[src/verilog/dma_pkg.sv]
//==========================================================================
// Host DMA definitions
// Data word, host byte address and drive select shared by the
// host-facing side of the disk DMA service block
//==========================================================================

`default_nettype none

package dma_pkg;

	//==========================================================================
	// Host transfer types
	//==========================================================================

	// One DMA transfer is always a full 32-bit word
	typedef logic [31:0] dma_word_t;

	// Byte address as the host controller presents it
	typedef logic [31:0] dma_addr_t;

	//==========================================================================
	// Drive select
	//==========================================================================

	// Which disk image the current request belongs to
	typedef enum logic {
		DEV_FLOPPY = 1'b0,
		DEV_HDD    = 1'b1
	} disk_dev_e;

endpackage

`default_nettype wire

[src/verilog/mem_pkg.sv]
//==========================================================================
// Memory side definitions
// Address width, ROM window decode and timing constants for the
// memory port of the disk DMA service block
//==========================================================================

`default_nettype none

package mem_pkg;

	//==========================================================================
	// Address space
	//==========================================================================

	localparam int MEM_AW = 27;

	typedef logic [MEM_AW-1:0] mem_addr_t;

	//==========================================================================
	// ROM windows
	//==========================================================================

	// Upper address slice that selects a 64 KiB segment
	localparam int ROM_SEG_MSB = 26;
	localparam int ROM_SEG_LSB = 16;
	localparam int ROM_SEG_W   = ROM_SEG_MSB - ROM_SEG_LSB + 1;

	// Option ROM segment
	localparam logic [ROM_SEG_W-1:0] ROM_SEG_LO = 'hC;
	// System BIOS segment
	localparam logic [ROM_SEG_W-1:0] ROM_SEG_HI = 'hF;

	//==========================================================================
	// Timing
	//==========================================================================

	// Activity LED hold time in clk_sys cycles, kept short for simulation
	localparam int LED_HOLD = 256;

	// System reset pulse length after a host reset request
	localparam int RST_HOLD = 8;

endpackage

`default_nettype wire

[src/verilog/mem_bus_if.sv]
//==========================================================================
// Single-word memory port
// Avalon-style command channel with waitrequest back-pressure and
// readdatavalid for the delayed read response
//==========================================================================

`default_nettype none

interface mem_bus_if;

	// Command, held until a cycle with waitrequest low
	mem_pkg::mem_addr_t address;
	logic               read;
	logic               write;
	dma_pkg::dma_word_t writedata;

	// Response
	dma_pkg::dma_word_t readdata;
	logic               waitrequest;
	logic               readdatavalid;

	modport master (
		output address,
		output read,
		output write,
		output writedata,
		input  readdata,
		input  waitrequest,
		input  readdatavalid
	);

	modport slave (
		input  address,
		input  read,
		input  write,
		input  writedata,
		output readdata,
		output waitrequest,
		output readdatavalid
	);

endinterface

`default_nettype wire

[src/verilog/reset_seq.sv]
//==========================================================================
// Reset sequencer
// Stretches a host reset request into a fixed-length system reset and
// builds the CPU reset from the host request and the user button
//==========================================================================

`default_nettype none

module reset_seq (
	input  logic clk_sys,
	input  logic rst_n,
	input  logic status_reset,
	input  logic user_button,
	output logic sys_reset,
	output logic cpu_reset
);

	// Two synchronizer stages plus one more for the edge detect
	logic [2:0]                          req_sync;
	logic                                req_rise;
	logic [mem_pkg::RST_HOLD-1:0]        rst_q;
	logic                                cpu_req_q;

	assign req_rise = req_sync[1] & ~req_sync[2];

	always_ff @(posedge clk_sys) begin
		if (!rst_n) begin
			req_sync <= '0;
		end else begin
			req_sync <= {req_sync[1:0], status_reset};
		end
	end

	//==========================================================================
	// Stretched system reset
	//==========================================================================

	// Loaded with ones, then drained one bit per cycle
	always_ff @(posedge clk_sys) begin
		if (!rst_n) begin
			rst_q <= '1;
		end else if (req_rise) begin
			rst_q <= '1;
		end else begin
			rst_q <= rst_q << 1;
		end
	end

	assign sys_reset = rst_q[mem_pkg::RST_HOLD-1];

	// Level requests hold the CPU in reset for as long as they last
	always_ff @(posedge clk_sys) begin
		if (!rst_n) begin
			cpu_req_q <= 1'b0;
		end else begin
			cpu_req_q <= status_reset | user_button;
		end
	end

	assign cpu_reset = sys_reset | cpu_req_q;

endmodule

`default_nettype wire

[src/verilog/dma_bridge.sv]
//==========================================================================
// DMA bridge
// Turns one host read or write request into one single-word memory
// access and keeps io_wait high until that access has completed
//==========================================================================

`default_nettype none

module dma_bridge (
	input  logic               clk_sys,
	input  logic               rst_n,
	input  logic               dma_rd,
	input  logic               dma_wr,
	input  dma_pkg::dma_addr_t dma_addr,
	input  dma_pkg::dma_word_t dma_dout,
	output dma_pkg::dma_word_t dma_din,
	output logic               io_wait,
	mem_bus_if.master          bus
);

	typedef enum logic [1:0] {
		ST_IDLE,
		ST_RD_CMD,
		ST_RD_WAIT,
		ST_WR_CMD
	} state_t;

	state_t             state;
	logic               start;
	mem_pkg::mem_addr_t addr_q;
	dma_pkg::dma_word_t wdata_q;
	dma_pkg::dma_word_t rdata_q;

	// New requests are only taken while nothing is in flight
	assign start = (state == ST_IDLE) && (dma_rd || dma_wr);

	//==========================================================================
	// Access FSM
	//==========================================================================

	always_ff @(posedge clk_sys) begin
		if (!rst_n) begin
			state <= ST_IDLE;
		end else begin
			case (state)
				ST_IDLE: begin
					// Read wins if the host raises both
					if (dma_rd) begin
						state <= ST_RD_CMD;
					end else if (dma_wr) begin
						state <= ST_WR_CMD;
					end
				end
				ST_RD_CMD: begin
					if (!bus.waitrequest) begin
						state <= ST_RD_WAIT;
					end
				end
				ST_RD_WAIT: begin
					if (bus.readdatavalid) begin
						state <= ST_IDLE;
					end
				end
				ST_WR_CMD: begin
					// Write is done once the slave takes it
					if (!bus.waitrequest) begin
						state <= ST_IDLE;
					end
				end
				default: begin
					state <= ST_IDLE;
				end
			endcase
		end
	end

	// Address and write data captured with the request
	always_ff @(posedge clk_sys) begin
		if (start) begin
			addr_q  <= dma_addr[mem_pkg::MEM_AW-1:0];
			wdata_q <= dma_dout;
		end
		if (state == ST_RD_WAIT && bus.readdatavalid) begin
			rdata_q <= bus.readdata;
		end
	end

	// Command held stable for the whole command phase
	assign bus.address   = addr_q;
	assign bus.writedata = wdata_q;
	assign bus.read      = (state == ST_RD_CMD);
	assign bus.write     = (state == ST_WR_CMD);

	// Busy for the entire access, drops together with the data update
	assign io_wait = (state != ST_IDLE);
	assign dma_din = rdata_q;

endmodule

`default_nettype wire

[src/verilog/rom_guard.sv]
//==========================================================================
// ROM write guard
// Passes reads and RAM writes straight through and swallows writes
// into the option ROM and BIOS windows so the images stay intact
//==========================================================================

`default_nettype none

module rom_guard (
	mem_bus_if.slave  up,
	mem_bus_if.master down
);

	logic [mem_pkg::ROM_SEG_W-1:0] seg;
	logic                          rom_hit;
	logic                          blocked;

	//==========================================================================
	// Window decode
	//==========================================================================

	assign seg = up.address[mem_pkg::ROM_SEG_MSB:mem_pkg::ROM_SEG_LSB];

	assign rom_hit = (seg == mem_pkg::ROM_SEG_LO) ||
		(seg == mem_pkg::ROM_SEG_HI);

	// Reads from ROM are fine, only writes get dropped
	assign blocked = up.write & rom_hit;

	//==========================================================================
	// Downstream command
	//==========================================================================

	assign down.address   = up.address;
	assign down.writedata = up.writedata;
	assign down.read      = up.read;
	assign down.write     = up.write & ~rom_hit;

	//==========================================================================
	// Upstream response
	//==========================================================================

	// A dropped write is accepted at once so the master never stalls on it
	assign up.waitrequest = blocked ? 1'b0 : down.waitrequest;

	// Read responses come back unchanged
	assign up.readdata      = down.readdata;
	assign up.readdatavalid = down.readdatavalid;

endmodule

`default_nettype wire

[src/verilog/activity_led.sv]
//==========================================================================
// Activity LED stretcher
// Keeps the LED lit for HOLD cycles after activity was last seen
//==========================================================================

`default_nettype none

module activity_led #(
	parameter int HOLD = mem_pkg::LED_HOLD
) (
	input  logic clk_sys,
	input  logic rst_n,
	input  logic active,
	output logic led
);

	localparam int CW = $clog2(HOLD + 1);

	logic [CW-1:0] cnt;

	// Reload while active, otherwise count down to zero and stop
	always_ff @(posedge clk_sys) begin
		if (!rst_n) begin
			cnt <= '0;
		end else if (active) begin
			cnt <= CW'(HOLD);
		end else if (cnt != '0) begin
			cnt <= cnt - 1'b1;
		end
	end

	assign led = (cnt != '0);

endmodule

`default_nettype wire

[src/verilog/disk_dma_top.sv]
//==========================================================================
// Disk DMA service block
// Host DMA requests to single-word memory accesses with ROM write
// protection, reset generation and disk activity LEDs
//==========================================================================

`default_nettype none

module disk_dma_top (
	input  logic                clk_sys,
	input  logic                rst_n,
	input  logic                status_reset,
	input  logic                user_button,
	input  logic                dma_rd,
	input  logic                dma_wr,
	input  dma_pkg::disk_dev_e  dma_device,
	input  dma_pkg::dma_addr_t  dma_addr,
	input  dma_pkg::dma_word_t  dma_dout,
	output dma_pkg::dma_word_t  dma_din,
	output logic                io_wait,
	output mem_pkg::mem_addr_t  mem_address,
	output logic                mem_read,
	output logic                mem_write,
	output dma_pkg::dma_word_t  mem_writedata,
	input  dma_pkg::dma_word_t  mem_readdata,
	input  logic                mem_waitrequest,
	input  logic                mem_readdatavalid,
	output logic                sys_reset,
	output logic                cpu_reset,
	output logic                led_hdd,
	output logic                led_fdd
);

	mem_bus_if bridge_bus ();
	mem_bus_if mem_bus ();

	logic hdd_active;
	logic fdd_active;

	//==========================================================================
	// Reset and DMA path
	//==========================================================================

	reset_seq reset_seq_i (
		.clk_sys      (clk_sys),
		.rst_n        (rst_n),
		.status_reset (status_reset),
		.user_button  (user_button),
		.sys_reset    (sys_reset),
		.cpu_reset    (cpu_reset)
	);

	dma_bridge dma_bridge_i (
		.clk_sys  (clk_sys),
		.rst_n    (rst_n),
		.dma_rd   (dma_rd),
		.dma_wr   (dma_wr),
		.dma_addr (dma_addr),
		.dma_dout (dma_dout),
		.dma_din  (dma_din),
		.io_wait  (io_wait),
		.bus      (bridge_bus.master)
	);

	rom_guard rom_guard_i (
		.up   (bridge_bus.slave),
		.down (mem_bus.master)
	);

	// Memory port out to plain pins
	assign mem_address         = mem_bus.address;
	assign mem_read            = mem_bus.read;
	assign mem_write           = mem_bus.write;
	assign mem_writedata       = mem_bus.writedata;
	assign mem_bus.readdata      = mem_readdata;
	assign mem_bus.waitrequest   = mem_waitrequest;
	assign mem_bus.readdatavalid = mem_readdatavalid;

	//==========================================================================
	// Activity LEDs
	//==========================================================================

	assign hdd_active = io_wait & (dma_device == dma_pkg::DEV_HDD);
	assign fdd_active = io_wait & (dma_device == dma_pkg::DEV_FLOPPY);

	activity_led hdd_led_i (
		.clk_sys (clk_sys),
		.rst_n   (rst_n),
		.active  (hdd_active),
		.led     (led_hdd)
	);

	activity_led fdd_led_i (
		.clk_sys (clk_sys),
		.rst_n   (rst_n),
		.active  (fdd_active),
		.led     (led_fdd)
	);

endmodule

`default_nettype wire

[config.mk]
export PLATFORM = sky130hd
export DESIGN_NAME = disk_dma_top
export DESIGN_NICKNAME = d
export VERILOG_FILES = /design/src/verilog/dma_pkg.sv /design/src/verilog/mem_pkg.sv /design/src/verilog/mem_bus_if.sv /design/src/verilog/reset_seq.sv /design/src/verilog/dma_bridge.sv /design/src/verilog/rom_guard.sv /design/src/verilog/activity_led.sv /design/src/verilog/disk_dma_top.sv
export SDC_FILE = /design/constraint.sdc
export NUM_CORES = 1
export LEC_CHECK = 0
export BUFFER_PORTS_ARGS = -buffer_cell sky130_fd_sc_hd__buf_2
export CAP_MARGIN = 20
export CORE_MARGIN = 10
export CORE_UTILIZATION = 43
export CTS_BUF_LIST = sky130_fd_sc_hd__clkbuf_4 sky130_fd_sc_hd__clkbuf_8 sky130_fd_sc_hd__clkbuf_16
export DETAILED_ROUTE_END_ITERATION = 10
export HOLD_SLACK_MARGIN = 0.08
export PLACE_DENSITY = 0.86
export RECOVER_POWER = 100
export SYNTH_ARGS = -nofsm -noshare
export SYNTH_HDL_FRONTEND = slang
export SYNTH_HIERARCHICAL = 1
export SYNTH_SLANG_ARGS = --single-unit
export TNS_END_PERCENT = 100
[constraint.sdc]
create_clock -name clk_sys -period 2.9 [get_ports clk_sys]
set_clock_uncertainty 0.1 [all_clocks]
set_input_delay 0.29 -clock clk_sys [delete_from_list [all_inputs] [get_ports clk_sys]]
set_output_delay 0.29 -clock clk_sys [all_outputs]
set_load 0.01 [all_outputs]
---- After elaboration in Yosys (flattened, before gate mapping) ----
Cells that the tools add are included.
word-level totals
  flip-flop bits (word level) ............. 123
  bits in latches ......................... 0
  RAM bits ................................ 0
  ROM bits ................................ 0
  output and inout bits ................... 98
  logic and storage cells ................. 60
  memories ................................ 0
cells by class
  add/sub/neg operators ................... 2
  multipliers ............................. 0
  divide/modulo/power cells ............... 0
  $lt $le $gt $ge ......................... 0
  equality and inequality tests ........... 9
  shift-type cells ........................ 0
  muxes and demuxes ....................... 12
  bitwise gates (word level) .............. 11
  reductions and logical operators ........ 14
operators with widths
  kind                   count
  $mux W9                4
  $eq A11 B4 Y1 const B  2
  $reduce_bool A9 Y1     2
  $sub A9 B1 Y9 const B  2
  $mux W2                5
  $pmux W2 S4            1
  $ne A2 B2 Y1 const B   3
  $reduce_bool A2 Y1     3
  $reduce_or A2 Y1       3
  $and A1 B1 Y1          5
  $eq A2 B2 Y1 const B   2
  $not A1 Y1             4
  $reduce_and A4 Y1      1
  $ne A3 B3 Y1 const B   1
  $eq A2 B1 Y1 const B   1
  $logic_and A1 B1 Y1    2
  $logic_not A2 Y1       1
  $logic_or A1 B1 Y1     2
  $mux W1                2
  $or A1 B1 Y1           2

---- Logic depth before layout (Yosys ltp) ----
Gate-level depths: netlist of the first run.
  depth after elaboration ................. 6
  gate-level depth with buffers ........... 6

---- Modules after synthesis ----
The synthesis of the first run kept the hierarchy.
modules (own cells, without submodules)
  module        times used  cells each  area each (um^2)
  dma_bridge    1           108         2862.7
  activity_led  2           50          470.5
  rom_guard     1           102         760.7
  reset_seq     1           28          362.8
  disk_dma_top  1           2           16.3

---- Least setup slack after synthesis of the first run ----
Ideal clock, no wire load.
  path kind ............................... register to register
  start point ............................. register dma_bridge_i.state[0]
  end point ............................... register dma_bridge_i.addr_q[0], in the netlist dma_bridge_i/bus.address[0], enable pin
  setup time .............................. 430 ps
  data arrival time ....................... 2257 ps
  setup slack ............................. 113 ps
  cell stages (with the launch flop) ...... 3
  buffers on the path ..................... 0
  period minus slack after synthesis ...... 2787 ps
  cell sequence ........................... dfxtp_1 or2_2 nor2_2
on the way
  longest elaborated chain between the ends .. 2
ends and longest elaborated chain
  element                       RTL line          text
  start: declaration            dma_bridge.sv:28  state_t state;
  start signal: assignment      dma_bridge.sv:43  state <= ST_IDLE;
  start signal: assignment      dma_bridge.sv:49  state <= ST_RD_CMD;
  start signal: assignment      dma_bridge.sv:51  state <= ST_WR_CMD;
  $logic_not A2 Y1              dma_bridge.sv:35  assign start = (state == ST_IDLE) && (dma_rd || dma_wr);
  $logic_and A1 B1 Y1           dma_bridge.sv:35
  named net dma_bridge_i.start  dma_bridge.sv:29  logic start;
  end signal: assignment        dma_bridge.sv:80  addr_q <= dma_addr[mem_pkg::MEM_AW-1:0];
  end: declaration              dma_bridge.sv:30  mem_pkg::mem_addr_t addr_q;
The timed path passes the listed nets, and every way through them passes these cells.
A chain may end at the register's enable or synchronous reset.

---- Final worst setup path of the first run ----
  start point ............................. register fdd_led_i.cnt[0]
  end point ............................... output port led_fdd
on the way
  longest elaborated chain between the ends .. 1
ends and longest elaborated chain
  element                   RTL line            text
  start: declaration        activity_led.sv:19  logic [CW-1:0] cnt;
  start signal: assignment  activity_led.sv:26  cnt <= CW'(HOLD);
  start signal: assignment  activity_led.sv:28  cnt <= cnt - 1'b1;
  $reduce_bool A9 Y1        activity_led.sv:32  assign led = (cnt != '0);
  end: declaration          disk_dma_top.sv:31  output logic led_fdd
Every way passes these cells.

==> flow_summary.yaml, run 1 <==
sta:
  rsz0062_at_grt: "no"
  maxSlewViolCount: 33
  final.setup.tns_ps: 0
  hold_viol_final: 0
  period_minus_slack_ps: 2180
  relSlewSlack_pct: -1.74
  worstMarginPinSlew_ps: 1520
  finalWorstSetupSlack_ps: 722
  fmax_ghz: 0.459
  fin_crit_sh_pct: 75.1
  setup_viol: 0
setup_path:
  worst-r2r-setup-slack_ps: 720
  reg2reg_depth: 2
  cp_data_arrival_time_ps: 1790
  start_kind: "flip-flop"
  worstPathRequired_ps: 2510
  worst_setup_path_end_kind: "output port"
  crit_type: "flip-flop to output port"
  reg2reg_from: "dma_bridge_i/state[1]"
  crit_fanout: 7
  critical_path.max_stage_delay_ps: 350
  cpMaxStageDelayCell: "dfxtp_1"
  crit_path_cell_trace: "inv_1 -> ha_1 -> nor2b_1 -> nand3_1 -> buf_2"
  r2r_end: "dma_bridge_i/dma_din[27]"
power_and_ir_drop:
  p_comb_share_pct: 23.4
  p_leak_nw: 2.67
  internal-power_mw: 4.31
  seq_power_share_pct: 40.3
  swShare_pct: 27.6
  vdd_drop_max_uv: 403
  power_switching_mw: 1.64
  pwr_density_cell_nw_per_um2: 868
  clkPwrFrac_pct: 36.4
global_routing:
  grt_pass1_wl_um: 19500
  grt_max_degree: 61
  gr-total-overflow: 0
  grtUsageTotal_pct: 15.5
  antenna_found_initial: 1
  grt_pass1_vias: 3553
logic_synthesis:
  ys.flop_type: "edfxtp_1"
  syn_nets: 447
  synth_top_area_cell: "edfxtp_1"
  synthesis.area_sq_um: 4940
  synth_edf_count: 91
  yosys_warnings: 6
  yosysTopAreaCellShare_pct: 55.3
  syn_area_per_cell_sq_um: 14.5
  synth.area.top_cells: "edfxtp_1 55%, buf_4 14%, dfxtp_1 13%"
  ys_seq_area_share_pct: 68.2
  netlist_instances: 340
  yosysUniqueCellTypes: 41
  async_reset_ff_share_pct: 0
  synth-seq-cells: 123
route:
  drt_pre_antenna_iters: 4
  routedWlPerCell_um: 17.7
  drtIter0Drc: 173
  vias_per_cell: 4.55
  vias: 3241
  postRouteAntennaNets: 0
  routed_wl_um: 12600
  drc_errors: 0
floorplan:
  rows: 39
  core_sq_um: 11300
  num_io_pins: 203
  die-area_sq_um: 16200
  die_h_um: 127
  initial_core_util_pct: 43.7
  die_w_um: 127
cts:
  clk_pin_slew_ps: 50
  postCtsSetupRepairBufs: 0
  cts_buffers: 17
  cts_tree: "yes"
  cts_buffer_depth: 2
  htreeDepth: 4
  insertion_delay_ps: 410
  root_buffer: "clkbuf_16"
  clock-sinks: 123
cells_and_area:
  layout.nets: 662
  syn_to_final_growth_pct: 38.7
  drive_gt1_share_pct: 26.8
worst_hold_path:
  holdCritPathClass: "input port to flip-flop"
  holdPathStages: 3
  hold_end: "dma_bridge_i/state[1]"
  hold_start: "dma_wr"
placement:
  dpl.hpwl_um: 8660
  gp_congestion: 0.718
  io_buffers: 197
  dpl_worst_slack_ps: 962
job:
  drv_cap: 1
run_status:
  violations: "capacitance limit, slew limit"
  outcome: "complete, but fails checks"
[critical path, delay by kind of cell, from the launching register on]
| kind | cells | cell delay (ps) |
|---|---|---|
| fa+ha+maj | 1 | 220 |
| buf+inv | 2 | 320 |
| flops | 1 | 350 |
| simple gates | 2 | 490 |
[metal layers]
metal / track usage (%) / share of wire (%) / vias up
li1: - / - / 1546
met1: 15.2 / 37 / 1501
met2: 26.5 / 50 / 169
met3: 7.82 / 11 / 25
met4: 7.70 / 2.5 / 0
met5: 0 / 0 / -
[cells in the mapped netlist, types with 2 or more instances]
cell / instances
nor4_4: 2
and2_2: 3
a21oi_1: 4
xor2_1: 3
a311oi_1: 2
mux2_1: 2
nor3_1: 3
o211ai_2: 2
nor3b_1: 3
and2_1: 3
a41oi_1: 2
nor2b_1: 4
edfxtp_1: 91
and2b_2: 2
inv_1: 9
a211oi_1: 2
buf_4: 94
nor2_1: 22
or2_2: 2
nand3b_1: 7
buf_1: 2
nand3_2: 2
o21a_1: 2
o31ai_1: 4
xnor2_1: 5
or4_4: 4
ha_1: 2
nand2b_1: 2
a41o_1: 2
dfxtp_1: 32
a211oi_2: 2
nand2_1: 7
mux2_2: 2
nor4_1: 2
o21ai_0: 2
[worst max path at each step]
stage / slack [ps] / startpoint / to / cells after the start
after detailed placement: 960 / dma_bridge_i/state[0] / dma_bridge_i/bus.writedata[24] / 3
after global routing: 490 / dma_bridge_i/state[1] / dma_bridge_i/dma_din[13] / 2
final: 720 / fdd_led_i/cnt[0] / led_fdd / 5
after global placement: 1010 / dma_bridge_i/state[0] / dma_bridge_i/bus.writedata[24] / 3
after CTS: 800 / fdd_led_i/cnt[0] / led_fdd / 5
after floorplan: 110 / dma_bridge_i/state[0] / dma_bridge_i/bus.address[0] / 2
[logic make-up (layout without fill, tap and decap cells)]
group	count (synthesis)	count (layout)	share of synthesized area (%)
other	0	2	0
AOI/OAI and AO/OA	25	25	4.15
DFF	123	123	68.2
muxes	4	4	0.911
adders and majority gates	2	2	0.506
buffers and inverters	106	334	15.3
and+or+nand+nor	72	72	9.44
xor gates and xnor gates	8	8	1.42
[metrics by stage]
step	hold slack [ps]	total power [mW]	util (%)	cells	instance area, sq um
final	176	5.95	60.6	713	6860
after global routing	180	6.26	60.5	711	6850
after floorplan	289	3.47	-	340	4940
after CTS	161	6.05	61.7	711	6990
after detailed placement	313	3.76	47.7	584	5400
after global placement	294	3.65	47.7	584	5400
[state kept, by name, summed over array words and instances, names as in the netlist]
register and cells:
dma_bridge_i/bus.address 27, dma_bridge_i/bus.writedata 32, dma_bridge_i/dma_din 32, dma_bridge_i/state 2
fdd_led_i/cnt 9, hdd_led_i/cnt 9, reset_seq_i/cpu_req_q 1, reset_seq_i/req_sync 3
reset_seq_i/rst_q 8
[timing repair]
action,CTS,global route
resized for setup,0,0
hold buffers,95,0
hold endpoints to repair,94,0
[cell usage in the layout (no fill, tap or decap), drive strengths merged, types with 4 or more instances in the layout]
| master | n |
|---|---|
| nand3b | 7 |
| edfxtp | 91 |
| buf | 97 |
| inv | 9 |
| o31ai | 4 |
| nor2 | 23 |
| nor4 | 4 |
| nand2 | 7 |
| clkbuf | 129 |
| dlygate4sd3 | 95 |
| dfxtp | 32 |
| and2 | 6 |
| a21oi | 4 |
| nor2b | 4 |
| mux2 | 4 |
| xnor2 | 5 |
| a211oi | 4 |
| or4 | 4 |
[layout make-up]
| type | instances | area [sq um] |
|---|---|---|
| fill | 904 | 4460 |
| sequential | 123 | 3370 |
| timing repair buffer | 293 | 1820 |
| multi-input combinational | 111 | 810 |
| clock buffer | 28 | 592 |
| tap | 143 | 179 |
| clock inverter | 4 | 43.8 |
| inverter | 9 | 33.8 |
| antenna | 2 | 5.00 |
[power by group through the flow]
stage / clock network [mW] / logic (mW) / registers (mW)
6_report: 2.16 / 1.39 / 2.40
5_1_grt: 2.30 / 1.53 / 2.43
4_1_cts: 2.22 / 1.45 / 2.39
3_5_place_dp: 0 / 1.34 / 2.42
3_3_place_gp: 0 / 1.26 / 2.40
2_1_floorplan: 0 / 1.08 / 2.39
Power figures use the tool's default switching activity.
==> inputs of run 2 (changes only) <==
CORE_UTILIZATION = 48   (was 43)
PLACE_DENSITY = 0.91   (was 0.86)
clock period = 2.2 ns   (was 2.9 ns; I/O delays follow)
==> flow_summary.yaml, run 2 (synthesized netlist as in run 1, its figures left out) <==
setup_path:
  worst-r2r-setup-slack_ps: 220
  start_kind: "flip-flop"
  crit_type: "flip-flop to output port"
  critical_path.max_stage_delay_ps: 430
  cp_data_arrival_time_ps: 1730
  startpoint: "hdd_led_i/cnt[0]"
  reg2reg_from: "dma_bridge_i/state[0]"
  crit_fanout: 7
  crit_family: "flip-flops"
  cp_num_buf_inv: 2
  crit_path_cell_trace: "inv_1 -> ha_1 -> nor2b_2 -> nand3_2 -> buf_2"
  worst_setup_path_end_kind: "output port"
  cpMaxStageDelayCell: "dfxtp_1"
  worstPathRequired_ps: 1880
global_routing:
  grt_max_degree: 61
  antenna_found_initial: 1
  grt_pass1_vias: 3630
  grt_pass1_wl_um: 20600
  grtUsageTotal_pct: 18.4
  gr-total-overflow: 0
power_and_ir_drop:
  pwr_density_cell_nw_per_um2: 1150
  seq_power_share_pct: 40.1
  internal-power_mw: 5.67
  totalPowerFinal_mw: 7.89
  clkPwrFrac_pct: 37.1
  p_comb_share_pct: 22.8
  vdd_drop_max_uv: 638
  swShare_pct: 28.2
  p_leak_nw: 2.64
  power_switching_mw: 2.22
worst_hold_path:
  hold_start: "mem_waitrequest"
  holdCritPathClass: "input port to flip-flop"
cts:
  cts_tree: "yes"
  htreeDepth: 4
  insertion_delay_ps: 500
  root_buffer: "clkbuf_8"
  cts_buffer_depth: 2
  cts_buffers: 17
  clock-sinks: 123
  clk_pin_slew_ps: 50
  postCtsSetupRepairBufs: 0
sta:
  fin_crit_sh_pct: 93.0
  final.setup.tns_ps: 0
  period_minus_slack_ps: 2050
  rsz0062_at_grt: "no"
  fmax_ghz: 0.489
  maxSlewViolCount: 0
  worstMarginPinSlew_ps: 790
  hold_viol_final: 0
  whs_ps: 182
  relSlewSlack_pct: 47.4
  setup_viol: 0
cells_and_area:
  final_area_sq_um: 6860
  fillerInstances: 717
  final-seq-area_sq_um: 3370
  drive_gt1_share_pct: 24.3
  multi_input_area_sq_um: 807
  layout.nets: 667
  mostFrequentLayoutCells: "110 x clkbuf_1, 99 x dlygate4sd3_1, 91 x edfxtp_1"
  syn_to_final_growth_pct: 38.8
  final_common_cell: "clkbuf_1"
placement:
  io_buffers: 197
  place_area_sq_um: 5410
  dpl.hpwl_um: 8580
  gp_congestion: 0.782
floorplan:
  rows: 36
  core_sq_um: 9910
  initial_core_util_pct: 49.9
  die_w_um: 121
  die-area_sq_um: 14800
  die_h_um: 121
  num_io_pins: 203
route:
  drt_pre_antenna_iters: 4
  postRouteAntennaNets: 0
  drtIter0Drc: 192
  vias_per_cell: 4.67
  routedWlPerCell_um: 19.5
  routed_wl_um: 13800
  drc_errors: 0
  vias: 3303
job:
  drv_cap: 0
run_status:
  outcome: "complete, no violations"
==> run 2: changes by cell type in the layout (fill, tap and decap cells not counted), sizes merged <==
cell / change
clkinvlp: +2
clkbuf: +4
buf: -12
dlygate4sd3: +4
bufinv: +4
inv: +1
diode: -1
clkinv: +2
==> run 2: layer usage <==
metal  part of all wire, %  wire (um)  GRT usage, %
met2                    52       7200          32.8
met3                   9.5       1310          7.72
met4                   1.7        233          7.38
met5                     0          0             0
met1                    37       5030          18.5
==> run 2: area by class of cell <==
cell class | count | share of cell area [%]
Antenna cell | 1 | 0.0365
Clock buffer | 19 | 6.25
Clock inverter | 13 | 2.88
Inverter | 9 | 0.492
Multi-Input combinational cell | 111 | 11.8
Sequential cell | 123 | 49.2
Tap cell | 133 | 2.43
Timing Repair Buffer | 298 | 27.0
==> run 2: worst min-delay path, cell delays in order <==
cell     delay [ps]
buf_2           100
inv_1            40
a41oi_1          60
and2_0          150
o21a_1          160
==> run 2: final timing paths <==
kind	end	depth (start not counted)
max	led_hdd	5
min	dma_bridge_i/state[0]	5
max reg2reg	dma_bridge_i/bus.writedata[10]	3
min reg2reg	reset_seq_i/rst_q[3]	1
==> run 2: what timing repair did <==
item | in CTS | in global routing
endpoints found under the hold margin | 107 | 0
setup endpoints to repair | 0 | 2
hold buffers | 99 | 0
resized for setup | 0 | 2
==> run 2: power groups by stage <==
stage / Sequential (mW) / Combinational, mW / Clock (mW)
after detailed placement: 3.19 / 1.75 / 0
after global routing: 3.20 / 1.99 / 3.09
after global placement: 3.15 / 1.67 / 0
after floorplan: 3.14 / 1.43 / 0
after CTS: 3.15 / 1.92 / 2.97
final: 3.16 / 1.80 / 2.93
==> run 2: metrics by stage <==
stage / util [%] / setup WS, ps / instances
after detailed placement: 54.6 / 383 / 575
after CTS: 70.9 / 90.2 / 706
after global routing: 69.2 / 41.9 / 706
final: 69.2 / 155 / 707
after global placement: 54.6 / 442 / 575
after floorplan: - / 68.2 / 340
